File: config.mk
export PLATFORM = sky130hd
export DESIGN_NAME = fill_monitor
export DESIGN_NICKNAME = d
export VERILOG_FILES = /design/src/hw/fill_monitor.sv
export SDC_FILE = /design/constraint.sdc
export NUM_CORES = 1
export LEC_CHECK = 0
export ABC_AREA = 0
export BUFFER_PORTS_ARGS = -buffer_cell sky130_fd_sc_hd__buf_4
export CELL_PAD_IN_SITES_DETAIL_PLACEMENT = 1
export CELL_PAD_IN_SITES_GLOBAL_PLACEMENT = 2
export CORE_ASPECT_RATIO = 1.1
export CORE_UTILIZATION = 23
export DETAILED_ROUTE_END_ITERATION = 8
export PLACE_DENSITY = 0.88
export SETUP_SLACK_MARGIN = 0.2
export SLEW_MARGIN = 20
export SYNTH_ARGS = -nofsm -noshare
export SYNTH_HDL_FRONTEND = slang
export SYNTH_SLANG_ARGS = --single-unit
File: constraint.sdc
create_clock -name BUS_CLK -period 2.4 [get_ports BUS_CLK]
set_input_delay 0.12 -clock BUS_CLK [delete_from_list [all_inputs] [get_ports BUS_CLK]]
set_output_delay 0.12 -clock BUS_CLK [all_outputs]
set_load 0.02 [all_outputs]
File: src/hw/fill_monitor.sv
// fill level monitor: near-full flag with hysteresis, full and not-empty flags
`timescale 1ns/1ps
`default_nettype none

module fill_monitor #(
    parameter int DEPTH = 64
) (
    input  wire                         BUS_CLK,
    input  wire                         RST,
    input  wire  [$clog2(DEPTH)-1:0]    level,
    input  wire  [7:0]                  af_value,
    input  wire  [7:0]                  ae_value,
    output logic                        near_full,
    output logic                        fifo_full,
    output logic                        fifo_not_empty
);

    localparam int AW = $clog2(DEPTH);
    localparam int TW = AW + 9;

    logic [TW-1:0] af_thr;
    logic [TW-1:0] ae_thr;
    logic [TW-1:0] level_ext;

    // thresholds scale the 8-bit register values to the ring size
    assign af_thr    = ((TW'(af_value) + TW'(1)) * TW'(DEPTH)) >> 8;
    assign ae_thr    = ((TW'(ae_value) + TW'(1)) * TW'(DEPTH)) >> 8;
    assign level_ext = TW'(level);

    assign fifo_full      = (level == AW'(DEPTH - 1));
    assign fifo_not_empty = (level != '0);

    always_ff @(posedge BUS_CLK) begin
        if (RST) begin
            near_full <= 1'b0;
        end else if (level_ext >= af_thr || af_value == 8'd0) begin
            near_full <= 1'b1;
        end else if (level == '0 || (ae_value != 8'd0 && level_ext <= ae_thr)) begin
            near_full <= 1'b0;
        end
        // between the two thresholds the flag keeps its state
    end

endmodule

`default_nettype wire

After elaboration in Yosys (flattened, before gate mapping). Cells that the tools add are included.

$add $sub $neg: 2. $lt $le $gt $ge: 2. Equal/unequal tests: 1. Muxes and demuxes: 2. Reductions and logical operators: 8.

Operators by type and width (number): 8-bit by 1-bit adder with 9-bit output, second input constant (2); 8-bit logical NOT (1); 8-bit nonzero test (1); 6-bit by 7-bit >= comparator with 1-bit output (1); 6-bit by 7-bit <= comparator with 1-bit output (1); 6-bit equality test, second input constant (1); 6-bit logical NOT (1); 6-bit nonzero test (1); 1-bit logical OR (2); 1-bit 2-to-1 mux (2); 2-bit nonzero test (1); 1-bit logical AND (1).

Flip-flop bits (word level): 1. Input port bits: 24. Output and inout port bits: 3. Word-level logic and storage cells: 16.

Depth between registers and ports, before layout.
Depth in word-level cells: 6. Mapped depth: 9. Gate-level depth less buffers: 9.

Worst setup path after synthesis. Ideal clock, no wire load.

Path type: input to register. Start point: in ae_value[2]. End point: reg near_full. Setup time: 0.120 ns. Data arrival time: 1.702 ns. Data required time: 2.280 ns. Path slack: 0.579 ns. Stages on the path: 9. Path buffers: 0. Path through: nand3_2 nor2_1 nand3_1 xor2_1 ha_1 a21o_1 a221oi_1 o21ai_0 a211o_1.

Cells in the longest elaborated chain, start to end: 5. Elaborated cells on any way between the ends: 6. Classes of those cells: add/sub: 1; order compare: 1; reduce/logical: 4.

RTL lines: start, declared (line 12) `input wire [7:0] ae_value,`; 8-bit by 1-bit adder with 9-bit output (line 27) `assign ae_thr = ((TW'(ae_value) + TW'(1)) * TW'(DEPTH)) >> 8;`; 6-bit by 7-bit <= comparator with 1-bit output (line 38) `end else if (level == '0 || (ae_value != 8'd0 && level_ext <= ae_thr)) begin`; 1-bit logical AND (*) (line 38); 1-bit logical OR (*) (line 38); 2-bit nonzero test (no source line) (*); end signal, assigned (line 35) `near_full <= 1'b0;`; end signal, assigned (line 37) `near_full <= 1'b1;`; end signal, assigned (line 39) `near_full <= 1'b0;`; end, declared (line 13) `output logic near_full,`.

Every way passes the cells marked *; elsewhere a longest branch is shown, timed or not. A chain may end at the register's enable or synchronous reset.

Final worst setup path. Same ends and word-level chain as after synthesis.

==> flow_summary.yaml <==
outcome:
  run_status: "finished clean"
layout:
  num_antenna_cells: 0
  area_growth_pct: 42.06
  fin_nets: 138
  largest_reg_flops: 1
  drive_gt1_frac: 0.3100
  fin_util: 0.3493
  top_regs: "near_full x1"
  regMostFlops: "near_full"
  stdcell_count: 130
  design_area_sq_um: 794.5
critical_path:
  rr_worst_depth: 3
  crit_cells: 10
  critPathCapture: "near_full$_SDFFE_PP0P_"
  startpoint: "ae_value[2]"
  reg2reg_to: "near_full$_SDFFE_PP0P_"
  slowest_stage: "ha_1"
  reg2reg_from: "near_full$_SDFFE_PP0P_"
  cp_slowest_stage_delay_ns: 0.29
  crit_chain: "buf_4 > nand3_2 > nor2_2 > nand3_1 > xor2_1 > ha_1 > a21o_1 > a221oi_1 > o21ai_0 > a211o_1"
  end_kind: "flip-flop"
  crit_path_max_fanout: 3
  crit_type: "in -> reg"
  crit_arrival_ns: 1.88
  reg2reg_slack_ns: 1.40
  cp-start-kind: "input port"
  worst_ep_required_time_ns: 2.28
  worst-path-buf-inv: 1
  cp_top_family: "compound AO/OA/AOI/OAI gates"
clock_tree:
  cts_resized: 0
  post-cts-setup-buffers: 0
  clk_latency_ns: 0
  ctsHoldBuffers: 0
  clk_pin_slew_worst_paths_ns: 0
sta:
  drv_slew: 0
  finalHoldViolCount: 0
  layout_min_cycle_time_ns: 2.004
  finalSetupViolCount: 0
  fin_skew_ns: 0
  fmax_mhz: 499.0
  relSlewSlack: 0.6899
  period_share: 0.8351
  rsz0062_at_grt: "false"
  worst_pin_slew_ns: 0.4609
  fin_tns_setup_ns: 0
route:
  wl_um: 1439
  num_vias: 639
  viasPerCell: 4.915
  antenna_left: 0
  drc_errors: 0
  drt_iter0_markers: 0
  drtPass1Iterations: 1
  wl_per_cell_um: 11.07
yosys:
  yosysSeqAreaShare: 0.03579
  yosys.area.top_type_share: 0.2685
  syn-cell-area_sq_um: 559.3
  synth_area_per_cell_sq_um: 7.558
  ys.warnings.count: 0
  yosysUniqueCellTypes: 24
  synth_cells: 74
  synth_fp_nets: 110
  ys_top_cells_by_area: "ha_1, xnor2_1, xor2_1"
  synth_seq_cells: 1
  post-synth-top-area-cell: "ha_1"
floorplanning:
  die-area_sq_um: 2633
  fp-row-count: 18
  io_pins: 27
  start_util: 0.2459
  fp.dieW_um: 49.02
  fp.coreArea_sq_um: 2275
  die_height_um: 53.72
min_path:
  hp-class: "reg -> out"
global_routing:
  grt_max_degree: 6
  grtUsageTotal: 0.1206
  grt_pass1_vias: 662
  overflow: 0
  grt_pass1_wl_um: 2566
  antenna_found_initial: 0
power:
  p_total_w: 0.0001457
  p_per_area_nw_per_um2: 183.4
  power.leakage_nw: 0.3517
  vdd_ir_drop_max_v: 0.00006027
run:
  cap_violations: 0
placement:
  gp_congestion: 0.7471
  placed_area_sq_um: 792.0
  dpl.hpwl_um: 1357
  dp_cells: 130
  port_buffers: 26
[per-layer routing]
metal | track usage | vias up | share of wire
met2 | 0.2708 | 22 | 0.51
met1 | 0.1291 | 286 | 0.43
met3 | 0.008475 | 0 | 0.068
met4 | 0 | 0 | 0
li1 | - | 331 | -
met5 | 0 | - | 0
[final cells by class]
type,count,area (sq um)
well taps,30,37.54
inverters,3,11.26
fillers,293,1480
flip-flops and latches,1,20.02
multi-input cells,70,530.5
repair buffers,26,195.2
[worst min-delay path by stage]
stage                           start   endpoint  slack (ns)  cells past startpoint
6_report       near_full$_SDFFE_PP0P_  near_full        0.56                      1
5_1_grt        near_full$_SDFFE_PP0P_  near_full        0.58                      1
4_1_cts        near_full$_SDFFE_PP0P_  near_full        0.56                      1
3_5_place_dp   near_full$_SDFFE_PP0P_  near_full        0.56                      1
3_3_place_gp   near_full$_SDFFE_PP0P_  near_full        0.56                      1
2_1_floorplan                level[0]  fifo_full        0.37                      2
[logic make-up after synthesis]
family,synth area share
compound gates,0.1454
xor+xnor,0.1879
fa+ha+maj,0.2684
buf+inv,0.02013
flops,0.03580
simple gates,0.3423
[cells in the final DEF, fill, tap and decap left out]
cell and count:
nand3_1 7, nor2b_1 2, nor3_2 1, ha_1 12
xor2_1 5, and4_1 1, a221oi_1 1, a21oi_1 4
buf_4 26, nand2b_1 1, nor4_1 5, inv_1 3
nand4_1 1, a31oi_1 1, o31a_1 1, dfxtp_1 1
nand2_1 9, a211o_1 2, a21o_1 2, and3_4 1
nor2_1 3, nand3_2 1, xnor2_1 7, o21ai_0 1
nor2_2 1, and4_4 1
[where the power goes]
| group | internal [W] | total (W) | switching [W] | leakage (nW) |
|---|---|---|---|---|
| logic | 0.0000666 | 0.000125 | 0.0000588 | 0.343 |
| registers | 0.0000192 | 0.0000204 | 0.00000112 | 0.00833 |
| clock network | 0 | 0 | 0 | 0 |
[stage by stage]
stage / hold slack [ns] / worst slack [ns]
2_1_floorplan: 0.3661 / 0.5787
3_3_place_gp: 0.5600 / 0.3750
3_5_place_dp: 0.5620 / 0.3117
4_1_cts: 0.5620 / 0.3098
5_1_grt: 0.5801 / 0.2074
6_report: 0.5624 / 0.3958
[Yosys cell counts]
master / n
ha_1: 12
nand2_1: 9
nand3_1: 7
xnor2_1: 7
nor4_1: 5
xor2_1: 5
a21oi_1: 4
nor2_1: 4
inv_1: 3
a211o_1: 2
a21o_1: 2
nor2b_1: 2
a221oi_1: 1
a31oi_1: 1
and3_4: 1
and4_1: 1
and4_4: 1
dfxtp_1: 1
nand2b_1: 1
nand3_2: 1
nand4_1: 1
nor3_2: 1
o21ai_0: 1
o31a_1: 1
Power figures use the tool's default switching activity.
