**src/hw/sram_fifo_pkg.sv**
```systemverilog
// sram fifo shared definitions: version, sram geometry, register map, input word layout
`default_nettype none

package sram_fifo_pkg;

    localparam logic [7:0] VERSION = 8'd2;

    localparam int SRAM_ADDR_W = 20;
    localparam int SRAM_DATA_W = 16;

    // apb register map
    localparam logic [3:0] REG_CTRL  = 4'd0;  // read version, write soft reset
    localparam logic [3:0] REG_AF    = 4'd1;
    localparam logic [3:0] REG_AE    = 4'd2;
    localparam logic [3:0] REG_ERR   = 4'd3;
    localparam logic [3:0] REG_SIZE0 = 4'd4;  // live low byte, takes snapshot
    localparam logic [3:0] REG_SIZE1 = 4'd5;
    localparam logic [3:0] REG_SIZE2 = 4'd6;

    // producer word, split into two sram half-words with half[0] the low one
    typedef union packed {
        logic [31:0]                        word;
        logic [1:0][SRAM_DATA_W-1:0]        half;
    } data_word_u;

endpackage

`default_nettype wire

```
**src/hw/word_buffer.sv**
```systemverilog
// four-entry first-word-fall-through buffer between the producer and the sram controller
`timescale 1ns/1ps
`default_nettype none

module word_buffer
    import sram_fifo_pkg::*;
(
    input  wire                 BUS_CLK,
    input  wire                 RST,
    input  wire                 in_empty,
    input  wire  [31:0]         in_data,
    output logic                in_read,
    input  wire                 buf_pop,
    output logic                buf_empty,
    output data_word_u          buf_data
);

    data_word_u     mem [4];
    logic [1:0]     wr_idx;
    logic [1:0]     rd_idx;
    logic [2:0]     count;
    logic           push;
    logic           pop;

    assign in_read   = (count != 3'd4);
    assign buf_empty = (count == 3'd0);
    assign push      = in_read && !in_empty;
    assign pop       = buf_pop && !buf_empty;
    assign buf_data  = mem[rd_idx];  // head word always presented

    always_ff @(posedge BUS_CLK) begin
        if (RST) begin
            wr_idx <= 2'd0;
            rd_idx <= 2'd0;
            count  <= 3'd0;
        end else begin
            if (push) begin
                wr_idx <= wr_idx + 2'd1;
            end
            if (pop) begin
                rd_idx <= rd_idx + 2'd1;
            end
            if (push && !pop) begin
                count <= count + 3'd1;
            end else if (pop && !push) begin
                count <= count - 3'd1;
            end
        end
    end

    always_ff @(posedge BUS_CLK) begin
        if (push) begin
            mem[wr_idx].word <= in_data;
        end
    end

endmodule

`default_nettype wire

```
**config.mk**
```make
export PLATFORM = sky130hd
export DESIGN_NAME = word_buffer
export DESIGN_NICKNAME = d
export VERILOG_FILES = /design/src/hw/sram_fifo_pkg.sv /design/src/hw/word_buffer.sv
export SDC_FILE = /design/constraint.sdc
export NUM_CORES = 1
export LEC_CHECK = 0
export ABC_AREA = 1
export BUFFER_PORTS_ARGS = -buffer_cell sky130_fd_sc_hd__buf_2
export CAP_MARGIN = 20
export CORE_AREA = 2 2 136 138
export CTS_CLUSTER_DIAMETER = 80
export CTS_CLUSTER_SIZE = 10
export DETAILED_ROUTE_END_ITERATION = 6
export DIE_AREA = 0 0 138 140
export GPL_TIMING_DRIVEN = 0
export HOLD_SLACK_MARGIN = 0.08
export SLEW_MARGIN = 20
export SYNTH_ARGS = -nofsm -noshare
export SYNTH_HDL_FRONTEND = slang
export SYNTH_SLANG_ARGS = --single-unit
```
**constraint.sdc**
```tcl
create_clock -name BUS_CLK -period 7.6 [get_ports BUS_CLK]
set_input_delay 2.28 -clock BUS_CLK [delete_from_list [all_inputs] [get_ports BUS_CLK]]
set_output_delay 2.28 -clock BUS_CLK [all_outputs]
set_load 0.02 [all_outputs]
```
# Word level (Yosys, flattened, before mapping)
# Memories as Yosys holds them, arrays and structs flattened. A register that Yosys moved wholly into a read port is not among the register bits.
# Cells that the tools add are included.
# classes
add_sub_neg	4
eq_ne	1
reduce_logical	10
muxes	6
# ops
cell	count
two-way mux 3 bit	2
adder 2 x 1 -> 2 bit (second input constant)	2
logical AND 1 bit	4
logical NOT 1 bit	4
two-way mux 2 bit	2
adder 3 x 1 -> 3 bit (second input constant)	1
logical NOT 3 bit	1
inequality test 3 bit (second input constant)	1
subtractor 3 x 1 -> 3 bit (second input constant)	1
two-way mux 1 bit	2
nonzero test 2 bit	1
# word_totals
elab_cells	25
mem_count	1
output_inout_bits	34
ff_bits	7
ramBits	128
# memory_table
memory	words	word_bits	rd	rd_ports_with_merged_regs	write_ports	line	rtl
mem	4	32	1	1	1	word_buffer.sv:18	data_word_u mem [4];

# Depth between registers and ports, before layout
# logic_depth
word_depth	6
ltp_mapped	13

# Worst setup path after synthesis
# Ideal clock, no wire load.
# synth_path
kind	input-to-reg
startpoint	input port in_empty
endpoint	memory mem[0][0] (netlist bit), enable pin
cell_stages	3
required_time_ns	7.179
t_arrival_ns	3.819
slack_ns	3.360
cell_sequence	inv_1 -> nand2_2 -> nor2_1
# synth_via
elab_chain_len	4
# synth_rtl
item	line	rtl
start, declared	word_buffer.sv:10	input wire in_empty,
logical NOT 1 bit	word_buffer.sv:27	assign push = in_read && !in_empty;
logical AND 1 bit	word_buffer.sv:27	
two-way mux 1 bit	word_buffer.sv:52	if (push) begin
two-way mux 1 bit (not written as such)	word_buffer.sv:53	mem[wr_idx].word <= in_data;
end, declared	word_buffer.sv:18	
# No other way between the ends.

==> out/metrics.cfg <==
[grt]
grt_pass1_vias = 3458
grt_max_degree = 20
grt.overflow.total = 0
antenna_found_initial = 1
track_usage = 0.1297
grt_pass1_wl_mm = 18.82

[setup_path]
cp-end-kind = primary output
critPathLaunchType = flop
cp_data_arrival_time_ns = 1.85
path_buf_inv = 2
crit_path_top_delay_cell = clkbuf_1
timing.reg2reg.setup_slack_ns = 5.68
reg2reg_depth = 9
rr_endpoint = count[1]
max_stage_delay_ns = 0.44
path_cells = clkbuf_1 > o21ai_0 > o22ai_1 > buf_2
critPathTopFamily = buffers and inverters
worstReg2RegStart = count[1]
cp_data_required_time_ns = 5.32
crit_path_max_fanout = 10
criticalPathCategory = flop to primary output

[sta]
fin_crit_sh = 0.5439
rsz0062_at_grt = no
skew_ns = 0.005648
fin_setup_tns_ns = 0
hold_violations = 0
fmax_mhz = 241.9
relSlewSlack = 0.5862
finalSetupViolations = 0
fin_crit_ns = 4.134
slew_violations = 0
tightest_slew_ns = 0.6192

[synth]
postSynthAreaPerCell_um2 = 13.92
yosys_warnings = 0
synthArstFlopShare = 0
synth_top_area_frac = 0.7287
synth-main-ff-cell = edfxtp_1
synth_nets = 421
synth.largest_area_cell = edfxtp_1
yosys-top-cells-area = edfxtp_1 73%, nor2_1 5.5%, o22ai_1 3.8%, o21ai_0 3.5%, dfxtp_1 3.4%
syn_area_mm2 = 0.005275
synth_cell_types = 22
ys_seq_area_frac = 0.7628
synth-edff-count = 128
synth_seq_cells = 137
netlist_instances = 379

[cts]
ctsHtreeMaxLevel = 4
cts_tree = yes
post-cts-setup-buffer-count = 0
clk_path_buf_depth = 2
numCtsBuffers = 17
clock-sinks = 137
clk_transition_reported_paths_ns = 0.06
cts_hold_buf = 0
cts_root_buffer = clkbuf_16
clock_latency_ns = 0.41
post_cts_resize_count = 0

[run_status]
run_status = completed

[power]
cellPowerDensity_mw_per_mm2 = 355.8
p_leak_uw = 0.002363
p_total_uw = 2344
peakVddDrop_uv = 155.7

[floorplanning]
die_h_um = 140
die_width_um = 138
std_cell_rows = 49
core_mm2 = 0.01778
ioPinCount = 70
start_util = 0.2967
die-area_mm2 = 0.01932

[place]
portBuffers = 69
placed_area_mm2 = 0.006047
place.detailed.hpwl_mm = 7.842
place_congestion = 0.6513
dpl.cell_count = 681

[layout]
final_core_util = 0.3705
syn2layout_area_growth_pct = 24.88
final_cell_area_mm2 = 0.006588
nFillCells = 1712
layoutNonFillerInstCount = 714
fin_nets = 513
drive_gt1_frac = 0.2665

[drt]
wire_per_inst_um = 16.94
dr.first_iter.drc_count = 137
viasPerCell = 4.643
first_pass_iters = 4
finalWirelength_mm = 12.10
post-route-drc-count = 0
vias = 3315
final_antenna_net_count = 0

[min_path]
hp-class = flop to flop
whs_path_depth = 2
whs_endpoint = rd_idx[1]
hold_start = rd_idx[1]

[flow_run]
cap_violations = 0

worst reg2reg max path, stage by stage (launching register included):
cell and delay, ns:
dfxtp_1 0.34, nor2_2 0.14, nand2_2 0.09, nand2_2 0.21
inv_2 0.09, ha_1 0.22, inv_1 0.08, fa_1 0.42
o21ai_0 0.16, nor2_1 0.05
sequential cells by signal, summed over array words and instances, names as in the netlist, named ones only:
| signal | flops |
|---|---|
| count | 3 |
| wr_idx | 2 |
| mem | 128 |
| rd_idx | 2 |
stage by stage:
| step | hold slack, ns | worst slack, ns |
|---|---|---|
| 6_report | 0.5008 | 3.466 |
| 4_1_cts | 0.5052 | 3.425 |
| 3_3_place_gp | 0.4857 | 1.894 |
| 2_1_floorplan | 0.4587 | 3.360 |
| 5_1_grt | 0.5244 | 3.317 |
| 3_5_place_dp | 0.4956 | 3.775 |
logic make-up after synthesis:
family | count (synthesis) | share of synthesized area
XOR/XNOR | 1 | 0.001661
buffers and inverters | 37 | 0.04412
AO/OA/AOI/OAI | 100 | 0.1025
AND/OR/NAND/NOR | 98 | 0.07329
adder cells (fa/ha/maj) | 6 | 0.01565
flip-flops | 137 | 0.7628
placed cells by master (no fill, tap or decap), types with 5 or more instances in the layout:
master,instances
edfxtp_1,128
buf_2,75
nor2_1,73
o21ai_0,37
o22ai_1,32
o21ai_1,28
clkbuf_16,17
inv_1,15
nand2_1,12
buf_6,9
dfxtp_1,9
ha_1,5
cell type report:
| cell class | count | area [um2] | share of cell area |
|---|---|---|---|
| Multi-Input combinational cell | 205 | 1049 | 0.1592 |
| Buffer | 19 | 157.7 | 0.02393 |
| Clock inverter | 13 | 105.1 | 0.01595 |
| Sequential cell | 137 | 4024 | 0.6108 |
| Inverter | 18 | 75.07 | 0.01140 |
| Clock buffer | 19 | 432.9 | 0.06572 |
| Antenna cell | 1 | 2.502 | 0.0003799 |
| Timing Repair Buffer | 73 | 455.4 | 0.06914 |
| Tap cell | 229 | 286.5 | 0.04349 |
Yosys cell counts (4+ instances only):
library cell	instances
nand3_1	4
nand2_1	12
nor2_1	77
o22ai_1	32
inv_1	15
buf_2	6
ha_1	5
dfxtp_1	9
o21ai_1	28
buf_6	9
edfxtp_1	128
o21ai_0	37
worst max-delay path by stage:
stage / startpoint / end / slack [ns] / depth (start not counted)
6_report: flop / buf_data[21] / 3.47 / 4
5_1_grt: flop / buf_data[21] / 3.32 / 4
4_1_cts: flop / buf_data[21] / 3.43 / 4
3_5_place_dp: in_empty / count[2] / 3.77 / 13
3_3_place_gp: in_empty / mem[3][1] / 1.89 / 4
2_1_floorplan: in_empty / mem[0][0] / 3.36 / 3
per-layer routing:
layer,wire [um],global-route usage,vias up
met3,694,0.04171,19
met5,0,0,-
met1,5020,0.1483,1625
met2,6194,0.2272,91
li1,-,-,1580
met4,186,0.04941,0
report_power, final:
part	switching [uW]	internal (uW)	total, uW
Clock	294	445	739
Sequential	27.5	918	946
Combinational	441	218	659
Total	763	1580	2340
(Power assumes the default switching activity.)
