<file path="config.mk">
export PLATFORM = sky130hd
export DESIGN_NAME = sram_fifo_regs
export DESIGN_NICKNAME = d
export VERILOG_FILES = /design/src/hw/sram_fifo_pkg.sv /design/src/hw/sram_fifo_regs.sv
export SDC_FILE = /design/constraint.sdc
export NUM_CORES = 1
export LEC_CHECK = 0
export BUFFER_PORTS_ARGS = -buffer_cell sky130_fd_sc_hd__clkbuf_2
export CORE_AREA = 2 2 80 44
export DETAILED_ROUTE_END_ITERATION = 12
export DIE_AREA = 0 0 82 46
export GPL_ROUTABILITY_DRIVEN = 1
export PLACE_DENSITY_LB_ADDON = 0.1
export SYNTH_ARGS = -nofsm -noshare
export SYNTH_HDL_FRONTEND = slang
export SYNTH_SLANG_ARGS = --single-unit
</file>
<file path="constraint.sdc">
create_clock -name BUS_CLK -period 1.9 [get_ports BUS_CLK]
set_clock_uncertainty 0.15 [all_clocks]
set_input_delay 0.38 -clock BUS_CLK [delete_from_list [all_inputs] [get_ports BUS_CLK]]
set_output_delay 0.38 -clock BUS_CLK [all_outputs]
set_load 0.02 [all_outputs]
</file>
<file path="src/hw/sram_fifo_pkg.sv">
// sram fifo shared definitions: version, sram geometry, register map, input word layout
`default_nettype none

package sram_fifo_pkg;

    localparam logic [7:0] VERSION = 8'd2;

    localparam int SRAM_ADDR_W = 20;
    localparam int SRAM_DATA_W = 16;

    // apb register map
    localparam logic [3:0] REG_CTRL  = 4'd0;  // read version, write soft reset
    localparam logic [3:0] REG_AF    = 4'd1;
    localparam logic [3:0] REG_AE    = 4'd2;
    localparam logic [3:0] REG_ERR   = 4'd3;
    localparam logic [3:0] REG_SIZE0 = 4'd4;  // live low byte, takes snapshot
    localparam logic [3:0] REG_SIZE1 = 4'd5;
    localparam logic [3:0] REG_SIZE2 = 4'd6;

    // producer word, split into two sram half-words with half[0] the low one
    typedef union packed {
        logic [31:0]                        word;
        logic [1:0][SRAM_DATA_W-1:0]        half;
    } data_word_u;

endpackage

`default_nettype wire

</file>
<file path="src/hw/sram_fifo_regs.sv">
// sram fifo apb registers: soft reset, thresholds, read error counter and size snapshot
`timescale 1ns/1ps
`default_nettype none

module sram_fifo_regs
    import sram_fifo_pkg::*;
#(
    parameter int DEPTH      = 64,
    parameter int AF_PERCENT = 95,
    parameter int AE_PERCENT = 5
) (
    input  wire                         BUS_CLK,
    input  wire                         RST,
    input  wire                         psel,
    input  wire                         penable,
    input  wire                         pwrite,
    input  wire  [3:0]                  paddr,
    input  wire  [7:0]                  pwdata,
    output logic [7:0]                  prdata,
    input  wire  [$clog2(DEPTH)-1:0]    level,
    input  wire  [1:0]                  hold_bytes,
    input  wire                         rd_err,
    output logic                        soft_rst,
    output logic [7:0]                  af_value,
    output logic [7:0]                  ae_value,
    output logic                        fifo_read_error
);

    localparam logic [7:0] AF_INIT = 8'(255 * AF_PERCENT / 100);
    localparam logic [7:0] AE_INIT = 8'(255 * AE_PERCENT / 100);

    logic           apb_wr;
    logic           apb_rd;
    logic           rst_all;
    logic [7:0]     err_cnt;
    logic [21:0]    size_bytes;
    logic [21:0]    size_snap;

    assign apb_wr  = psel && penable && pwrite;
    assign apb_rd  = psel && penable && !pwrite;
    assign rst_all = RST || soft_rst;

    // half-words in sram plus bytes still held for output
    assign size_bytes = 22'({level, 1'b0}) + 22'(hold_bytes);

    assign fifo_read_error = (err_cnt != 8'd0);

    always_ff @(posedge BUS_CLK) begin
        if (RST) begin
            soft_rst <= 1'b0;
        end else begin
            soft_rst <= apb_wr && (paddr == REG_CTRL);  // one cycle pulse
        end
    end

    always_ff @(posedge BUS_CLK) begin
        if (rst_all) begin
            af_value <= AF_INIT;
            ae_value <= AE_INIT;
        end else if (apb_wr) begin
            if (paddr == REG_AF) begin
                af_value <= pwdata;
            end
            if (paddr == REG_AE) begin
                ae_value <= pwdata;
            end
        end
    end

    always_ff @(posedge BUS_CLK) begin
        if (rst_all) begin
            err_cnt <= 8'd0;
        end else if (rd_err && err_cnt != 8'hff) begin
            err_cnt <= err_cnt + 8'd1;  // saturates
        end
    end

    always_ff @(posedge BUS_CLK) begin
        if (apb_rd && paddr == REG_SIZE0) begin
            size_snap <= size_bytes;
        end
    end

    always_comb begin
        case (paddr)
            REG_CTRL:  prdata = VERSION;
            REG_AF:    prdata = af_value;
            REG_AE:    prdata = ae_value;
            REG_ERR:   prdata = err_cnt;
            REG_SIZE0: prdata = size_bytes[7:0];  // live, snapshot taken alongside
            REG_SIZE1: prdata = size_snap[15:8];
            REG_SIZE2: prdata = {2'b00, size_snap[21:16]};
            default:   prdata = 8'd0;
        endcase
    end

endmodule

`default_nettype wire

</file>
# Word level (Yosys, flattened, before mapping)
# Index checks and enable logic that the tools add are counted.
# word_totals
output_inout_bits	26
reg_bits	47
inputBits	26
# classes
addsub	2
reduce_logical	12
mux	1
n_eq_ne	7
# op_table
operator	count
$pmux W8 S7	1
$eq A4 B3 Y1 const B	3
$add A7 B2 Y8	1
$add A8 B1 Y8 const B	1
$eq A4 B2 Y1 const B	2
$ne A8 B8 Y1 const B	1
$reduce_bool A8 Y1	1
$logic_and A1 B1 Y1	6
$eq A4 B1 Y1 const B	1
$logic_not A4 Y1	1
$reduce_and A2 Y1	2
$logic_not A1 Y1	1
$logic_or A1 B1 Y1	1

# Logic depth before layout (Yosys ltp)
# Gate-level depths: netlist of run 1.
# depth
ltp_word	3
ltp_mapped	5

# Worst setup path after synthesis of run 1
# Ideal clock, no wire load.
# synth_path
kind	input-to-output
startpoint	input port paddr[0]
endpoint	output port prdata[0]
path_slack_ns	-0.157
stages	4
arrival_time_ns	1.527
n_path_buf	1
t_required_ns	1.370
path_cell_list	clkbuf_1 nor2b_1 a22oi_1 o32ai_1
# synth_between
elab_chain_cells	2
elab_cells_between_ends	8
# synth_lines
element	line_no	rtl
start, declared	sram_fifo_regs.sv:17	input wire [3:0] paddr,
$eq A4 B3 Y1 (tied with other cells)	sram_fifo_regs.sv:85	case (paddr)
$pmux W8 S7 *	sram_fifo_regs.sv:85	
end, declared	sram_fifo_regs.sv:19	output logic [7:0] prdata,
# Mark *: on every way between the ends. The rest lies on a longest branch, timed or not.

# Final worst setup path of run 1
# layout_path
startpoint	input port paddr[0]
endpoint	output port prdata[5]
# Same word-level chain as after synthesis.

==> impl_metrics.csv, run 1 <==
group,metric,value,unit
yosys,synth-main-ff-cell,"dfxtp_1",
floorplan,die_h,46,um
setup_path,cpPeakStageDelay,0.22,ns
drt,viasPerCell,5.356,
finish,syn_to_final_growth,46.08,%
drt,first_iter_violations,52,
placed_design,place_congestion,0.9048,
cts,clkSlewWorstSetupHoldPaths,0.09,ns
setup_path,crit_fanout,9,
timing,max_freq,528.2,MHz
setup_path,slowest_stage,"and2b_2",
setup_path,endpoint_kind,"output port",
setup_path,ff2ff_setup_slack,0.24,ns
flow_run,max_cap_violations,0,
timing,period_share,99.65,%
setup_path,ff2ff_path_depth,5,
power_and_ir_drop,power.total,1.064,mW
grt,grtUsageTotal,23.02,%
cts,cts_tree,"done",
drt,vias,1505,
cts,numCtsBuffers,3,
yosys,synthTopCellsByCount,"dfxtp_1, nand2_1, nor2_1, nand3_1, mux2i_1",
cts,root_buffer,"clkbuf_8",
timing,grt_setup_unrepaired,"true",
setup_path,cp-start-kind,"input port",
yosys,synth-seq-cells,25,
floorplan,io_pins,52,
hold_path,hold-path-endpoint,"af_value[6]$_SDFFE_PP1P_",
setup_path,r2r-start,"err_cnt[1]$_SDFFE_PP0P_",
yosys,syn_area,1390,um^2
hold_path,min_path_type,"in2reg",
drt,firstDrtPassIters,4,
grt,grt_pass1_wl,6382,um
floorplan,floorplan.initialDensity,44.09,%
cts,clockBufferDepth,2,
power_and_ir_drop,total_leakage_power,0.9265,nW
hold_path,holdPathStages,3,
finish,fin_nets,270,
grt,grt_overflow,0,
floorplan,dieWidth,82,um
yosys,ys_warn_count,0,
yosys,yosysMostFrequentCell,"dfxtp_1",
setup_path,cp_data_required_time,1.37,ns
timing,worstMarginPinSlew,0.4258,ns
power_and_ir_drop,peakVddDrop,0.0003724,V
timing,period_minus_slack,1.893,ns
drt,drc_errors,0,
placed_design,pre_cts_ws,-0.08703,ns
placed_design,dp_hpwl,3181,um
yosys,synth-edff-count,0,
yosys,syn_nets,202,
setup_path,worst_ep_arrival_time,1.36,ns
drt,postRouteAntennaNets,0,
yosys,synth_cells,172,
floorplan,dieArea,3772,um^2
yosys,ys_seq_area_share,36.00,%
cts,htreeDepth,1,
grt,grt_pass1_vias,1360,
timing,worst_slew_margin_rel,71.31,%
cts,insertion_delay,0.27,ns
yosys,synth_area_leader_cell,"dfxtp_1",
finish,fin_util,64.40,%
timing,worst_slack,0.006680,ns
cts,cts.sinks,25,
power_and_ir_drop,powerDensity,523.8,nW/um^2
timing,finalSetupViolCount,0,
drt,wire_per_inst,14.72,um
placed_design,numPortBuffers,51,
timing,slew_viol_final,0,
cts,hold_buffers,0,
finish,drive_gt1_share,43.93,%
setup_path,crit_chain,"clkbuf_8 > and2b_2 > buf_4 > a22oi_2 > o22ai_1 > buf_2",
timing,whs,0.1864,ns
timing,finalHoldViolations,0,
finish,n_antenna_cell,0,
drt,wirelength,4135,um
grt,antenna_found_initial,0,
floorplan,rows,15,
grt,grt_max_degree,21,
setup_path,worstSetupPathType,"in2out",
floorplan,core,3153,um^2
yosys,synth.area.top_cells,"dfxtp_1, mux2i_1, nand2_1, nor2_1, nand3_1",
outcome,status,"completed",
yosys,postSynthAreaPerCell,8.082,um^2
yosys,synth.top_cell.area_share,36.00,%
yosys,yosysUniqueCellTypes,35,
hold_path,min_from,"pwdata[6]",
yosys,synthArstFlopShare,0,%
setup_path,r2r-end,"err_cnt[0]$_SDFFE_PP0P_",
layout by cell type, fill, tap and decap left out, types with 2 or more instances in the layout:
cell / Yosys / final
a21oi_1: 6 / 3
a21oi_2: 0 / 2
a22oi_2: 0 / 4
and3_1: 2 / 2
buf_2: 2 / 2
buf_4: 0 / 25
buf_6: 0 / 3
clkbuf_2: 0 / 39
clkbuf_8: 0 / 4
dfxtp_1: 25 / 22
dfxtp_2: 0 / 2
ha_1: 4 / 2
ha_4: 0 / 2
inv_1: 5 / 3
inv_2: 0 / 2
mux2_2: 4 / 3
mux2i_1: 13 / 13
nand2_1: 22 / 21
nand3_1: 14 / 14
nand4_1: 4 / 4
nor2_1: 20 / 19
nor3_1: 6 / 6
o21ai_0: 3 / 3
o21ai_1: 6 / 6
o22ai_1: 3 / 2
o32ai_2: 0 / 3
xnor2_1: 3 / 3
xor2_1: 3 / 3
power by group:
group          leakage [nW]  switching [mW]  total, mW  internal, mW
Clock                0.0255           0.165      0.312         0.147
Combinational         0.697           0.115      0.218         0.102
Sequential            0.204         0.00617      0.534         0.528
Total                 0.926           0.287       1.06         0.777
worst max-delay path, delay by kind of cell:
| family | cells | cell delay [ns] |
|---|---|---|
| buffers and inverters | 3 | 0.48 |
| AOI/OAI and AO/OA | 2 | 0.28 |
| and+or+nand+nor | 1 | 0.22 |
area by class of cell:
type	instances	area, um^2
timing repair buffer	70	440.4
tap	42	52.55
sequential	25	506.7
multi-input combinational	135	965.9
clock buffer	3	41.29
fill	280	1122
inverter	5	18.77
clock inverter	1	5.005
state kept, by name, indices dropped and copies added, names as in the netlist:
signal / cells
ae_value: 8
af_value: 8
soft_rst: 1
err_cnt: 8
routing by layer:
metal	wire length, um	track usage (%)	up-vias
li1	-	-	754
met1	2019	30.42	708
met2	1908	39.35	41
met3	183	4.762	2
met4	24	5.000	0
met5	0	0	-
cells by family after synthesis:
kind of cell,count (synthesis),share of synthesized area (%)
AO/OA/AOI/OAI,31,14.31
XOR/XNOR,6,3.781
adder cells (fa/ha/maj),4,3.601
buffers and inverters,12,3.420
flip-flops,25,36.00
multiplexers,17,12.60
AND/OR/NAND/NOR,77,26.28
through the flow:
step	instances	area, um^2	setup TNS, ns
finish	281	2031	0
global route	281	2031	-0.1056
CTS	281	1943	-0.08057
detailed placement	275	1824	-0.4875
global placement	275	1824	-0.3883
floorplan	172	1418	0
how the worst max path moves through the flow:
| stage | startpoint | endpoint | slack, ns | cells after the start |
|---|---|---|---|---|
| after floorplan | paddr[0] | prdata[5] | 0.006 | 4 |
| after global placement | level[0] | prdata[2] | -0.06 | 6 |
| after detailed placement | paddr[1] | af_value[4]$_SDFFE_PP1P_ | -0.09 | 6 |
| after CTS | level[0] | prdata[2] | -0.05 | 6 |
| after global routing | ae_value[7]$_SDFFE_PP0P_ | prdata[7] | -0.05 | 5 |
| final | paddr[0] | prdata[5] | 0.007 | 6 |
what timing repair did:
| item | 4_1_cts | 5_1_grt |
|---|---|---|
| pin swaps | 2 | 5 |
| endpoints found under the setup margin | 6 | 8 |
| gates resized for setup | 14 | 35 |
| setup buffers | 2 | 0 |
| cloned | 0 | 0 |
No activity file was read; power rests on OpenSTA's default activity.
==> run 2, diff against run 1 <==
--- a/config.mk
+++ b/config.mk
@@ -11,6 +11,7 @@
 export DIE_AREA = 0 0 82 46
 export GPL_ROUTABILITY_DRIVEN = 1
 export PLACE_DENSITY_LB_ADDON = 0.1
+export SETUP_SLACK_MARGIN = 0.1
 export SYNTH_ARGS = -nofsm -noshare
 export SYNTH_HDL_FRONTEND = slang
 export SYNTH_SLANG_ARGS = --single-unit
==> run 2 against run 1 <==
Effect of this change:
- the run now ends with negative setup slack left
- sequential share of layout area rose by 0.14 points
- clock power barely moved
- flip-flop and latch count did not move
- die area did not move
- worst hold slack improved by 0.0038 ns
- design area rose by 0.43%
- worst setup slack got worse by 0.0087 ns
- sequential power barely moved
- via count rose by 1.6%
- final cell count did not move
- critical path depth fell by 1
- critical path type is now reg2out
- critical endpoint is now prdata[7]
- largest cell class unchanged
==> impl_metrics.csv, run 2 (synthesis gave the netlist of run 1 again) <==
group,metric,value,unit
timing,max_freq,525.7,MHz
drt,postRouteAntennaNets,0,
finish,drive_gt1_share,45.19,%
setup_path,slowest_stage,"dfxtp_4",
hold_path,hold-path-endpoint,"af_value[7]$_SDFFE_PP1P_",
drt,dr_wl_met2,1870,um
hold_path,min_from,"pwdata[7]",
drt,firstDrtPassIters,4,
timing,slew_viol_final,0,
setup_path,endpoint_kind,"output port",
setup_path,worstSetupPathType,"reg2out",
drt,wl_met1,1996,um
power_and_ir_drop,switching_share,27.03,%
drt,wirelength,4183,um
timing,period_minus_slack,1.902,ns
cts,htreeDepth,1,
cts,hold_buffers,0,
grt,grt_overflow,0,
cts,clockBufferDepth,2,
floorplan,dieWidth,82,um
setup_path,timing.critical_path.from,"err_cnt[7]$_SDFFE_PP0P_",
floorplan,rows,15,
setup_path,cpPeakStageDelay,0.35,ns
setup_path,worst_ep_arrival_time,1.37,ns
setup_path,r2r-start,"err_cnt[1]$_SDFFE_PP0P_",
placed_design,place_area,1842,um^2
finish,stdcell_count,281,
drt,wire_per_inst,14.89,um
floorplan,dieArea,3772,um^2
setup_path,ff2ff_path_depth,5,
floorplan,die_h,46,um
grt,antenna_found_initial,0,
placed_design,place_congestion,0.8852,
grt,grt_max_degree,21,
floorplan,io_pins,52,
placed_design,pre_cts_ws,-0.1084,ns
power_and_ir_drop,powerDensity,523.5,nW/um^2
timing,finalHoldViolations,0,
setup_path,r2r-end,"err_cnt[0]$_SDFFE_PP0P_",
setup_path,crit_chain,"mux2_4 > a22o_1 > nand2_2 > o31ai_2 > buf_4",
finish,fin_util,64.68,%
setup_path,cp-start-kind,"register",
grt,grtUsageTotal,22.35,%
outcome,status,"finished with violations",
power_and_ir_drop,p_int,0.7791,mW
cts,cts_tree,"done",
grt,grt_pass1_wl,6244,um
timing,finalSetupViolCount,1,
cts,root_buffer,"clkbuf_8",
flow_run,max_cap_violations,0,
setup_path,ff2ff_setup_slack,0.27,ns
outcome,violations,"negative setup slack",
finish,syn_to_final_growth,46.71,%
grt,grt_pass1_vias,1282,
timing,worstMarginPinSlew,0.3075,ns
hold_path,holdPathStages,3,
timing,period_share,100.1,%
power_and_ir_drop,peakVddDrop,0.0003036,V
timing,grt_setup_unrepaired,"true",
power_and_ir_drop,switchingPower,0.2885,mW
power_and_ir_drop,total_leakage_power,0.9325,nW
floorplan,core,3153,um^2
drt,route.met3.wl,300,um
cts,cts.sinks,25,
timing,worst_slack,-0.002061,ns
setup_path,crit_fanout,3,
placed_design,placed_cells,274,
drt,first_iter_violations,76,
power_and_ir_drop,pwr-share-comb,20.5,%
finish,n_antenna_cell,0,
drt,maxUsedRoutingLayer,"met4",
finish,layout.cells.most_common,"clkbuf_2",
cts,clkSlewWorstSetupHoldPaths,0.09,ns
drt,vias,1529,
placed_design,dp_hpwl,3170,um
finish,layout_common_cells,"clkbuf_2, buf_4, dfxtp_1, nand2_1, nor2_1",
setup_path,cp_data_required_time,1.37,ns
power_and_ir_drop,power.total,1.068,mW
finish,fin_nets,270,
cts,insertion_delay,0.26,ns
hold_path,min_path_type,"in2reg",
finish,stdcell_area,2039,um^2
floorplan,floorplan.initialDensity,44.09,%
power_and_ir_drop,power_frac_seq,50.0,%
drt,drc_errors,0,
cts,numCtsBuffers,3,
placed_design,numPortBuffers,51,
timing,worst_slew_margin_rel,79.36,%
finish,top_regs,"ae_value x8, af_value x8, err_cnt x8",
power_and_ir_drop,clock_power_share,29.5,%
drt,viasPerCell,5.441,
## run 2: cell count changes in the layout (fill, tap and decap cells not counted), sizes merged
cell and change:
buf -3, clkinv -1, clkbuf +4
## run 2: repair_timing
action / CTS / global route
gates resized for setup: 30 / 20
setup endpoints to repair: 8 / 11
pin swaps: 4 / 1
setup buffers: 1 / 2
## run 2: cell type report
class / count / area (um^2)
Fill cell: 289 / 1114
Tap cell: 42 / 52.55
Timing Repair Buffer: 70 / 439.2
Multi-Input combinational cell: 135 / 972.2
Inverter: 5 / 18.77
Sequential cell: 25 / 511.7
Clock buffer: 4 / 45.04
## run 2: how the worst max path moves through the flow
stage	to	slack (ns)	cells after the start
after floorplan	prdata[7]	0.06	4
after global placement	prdata[2]	-0.06	6
after detailed placement	prdata[7]	-0.11	6
after CTS	prdata[1]	-0.04	7
after global routing	prdata[7]	-0.05	5
final	prdata[7]	-0.002	5
## run 2: critical path, delay by kind of cell, from the launching register on
family	cells	cell delay, ns
flops	1	0.35
mux	1	0.25
simple gates	1	0.09
buf+inv	1	0.16
compound gates	2	0.25
## run 2: stage by stage
step           hold WS (ns)   TNS [ns]
2_1_floorplan        0.3369          0
3_3_place_gp         0.3057    -0.1781
3_5_place_dp         0.3100    -0.6005
4_1_cts              0.1892   -0.07485
5_1_grt              0.1958    -0.1508
6_report             0.1902  -0.002061
## run 2: layer usage
metal	GRT usage, %	vias up
met3	4.167	2
met4	4.000	0
met5	0	-
met1	32.70	715
li1	-	758
met2	34.63	54
## run 2: power by group through the flow
stage                     combinational (mW)  sequential, mW  clock, mW
after floorplan                       0.0982           0.548          0
after global placement                 0.186           0.548          0
after detailed placement               0.189           0.549          0
after CTS                              0.210           0.535      0.322
after global routing                   0.237           0.535      0.347
final                                  0.219           0.534      0.315
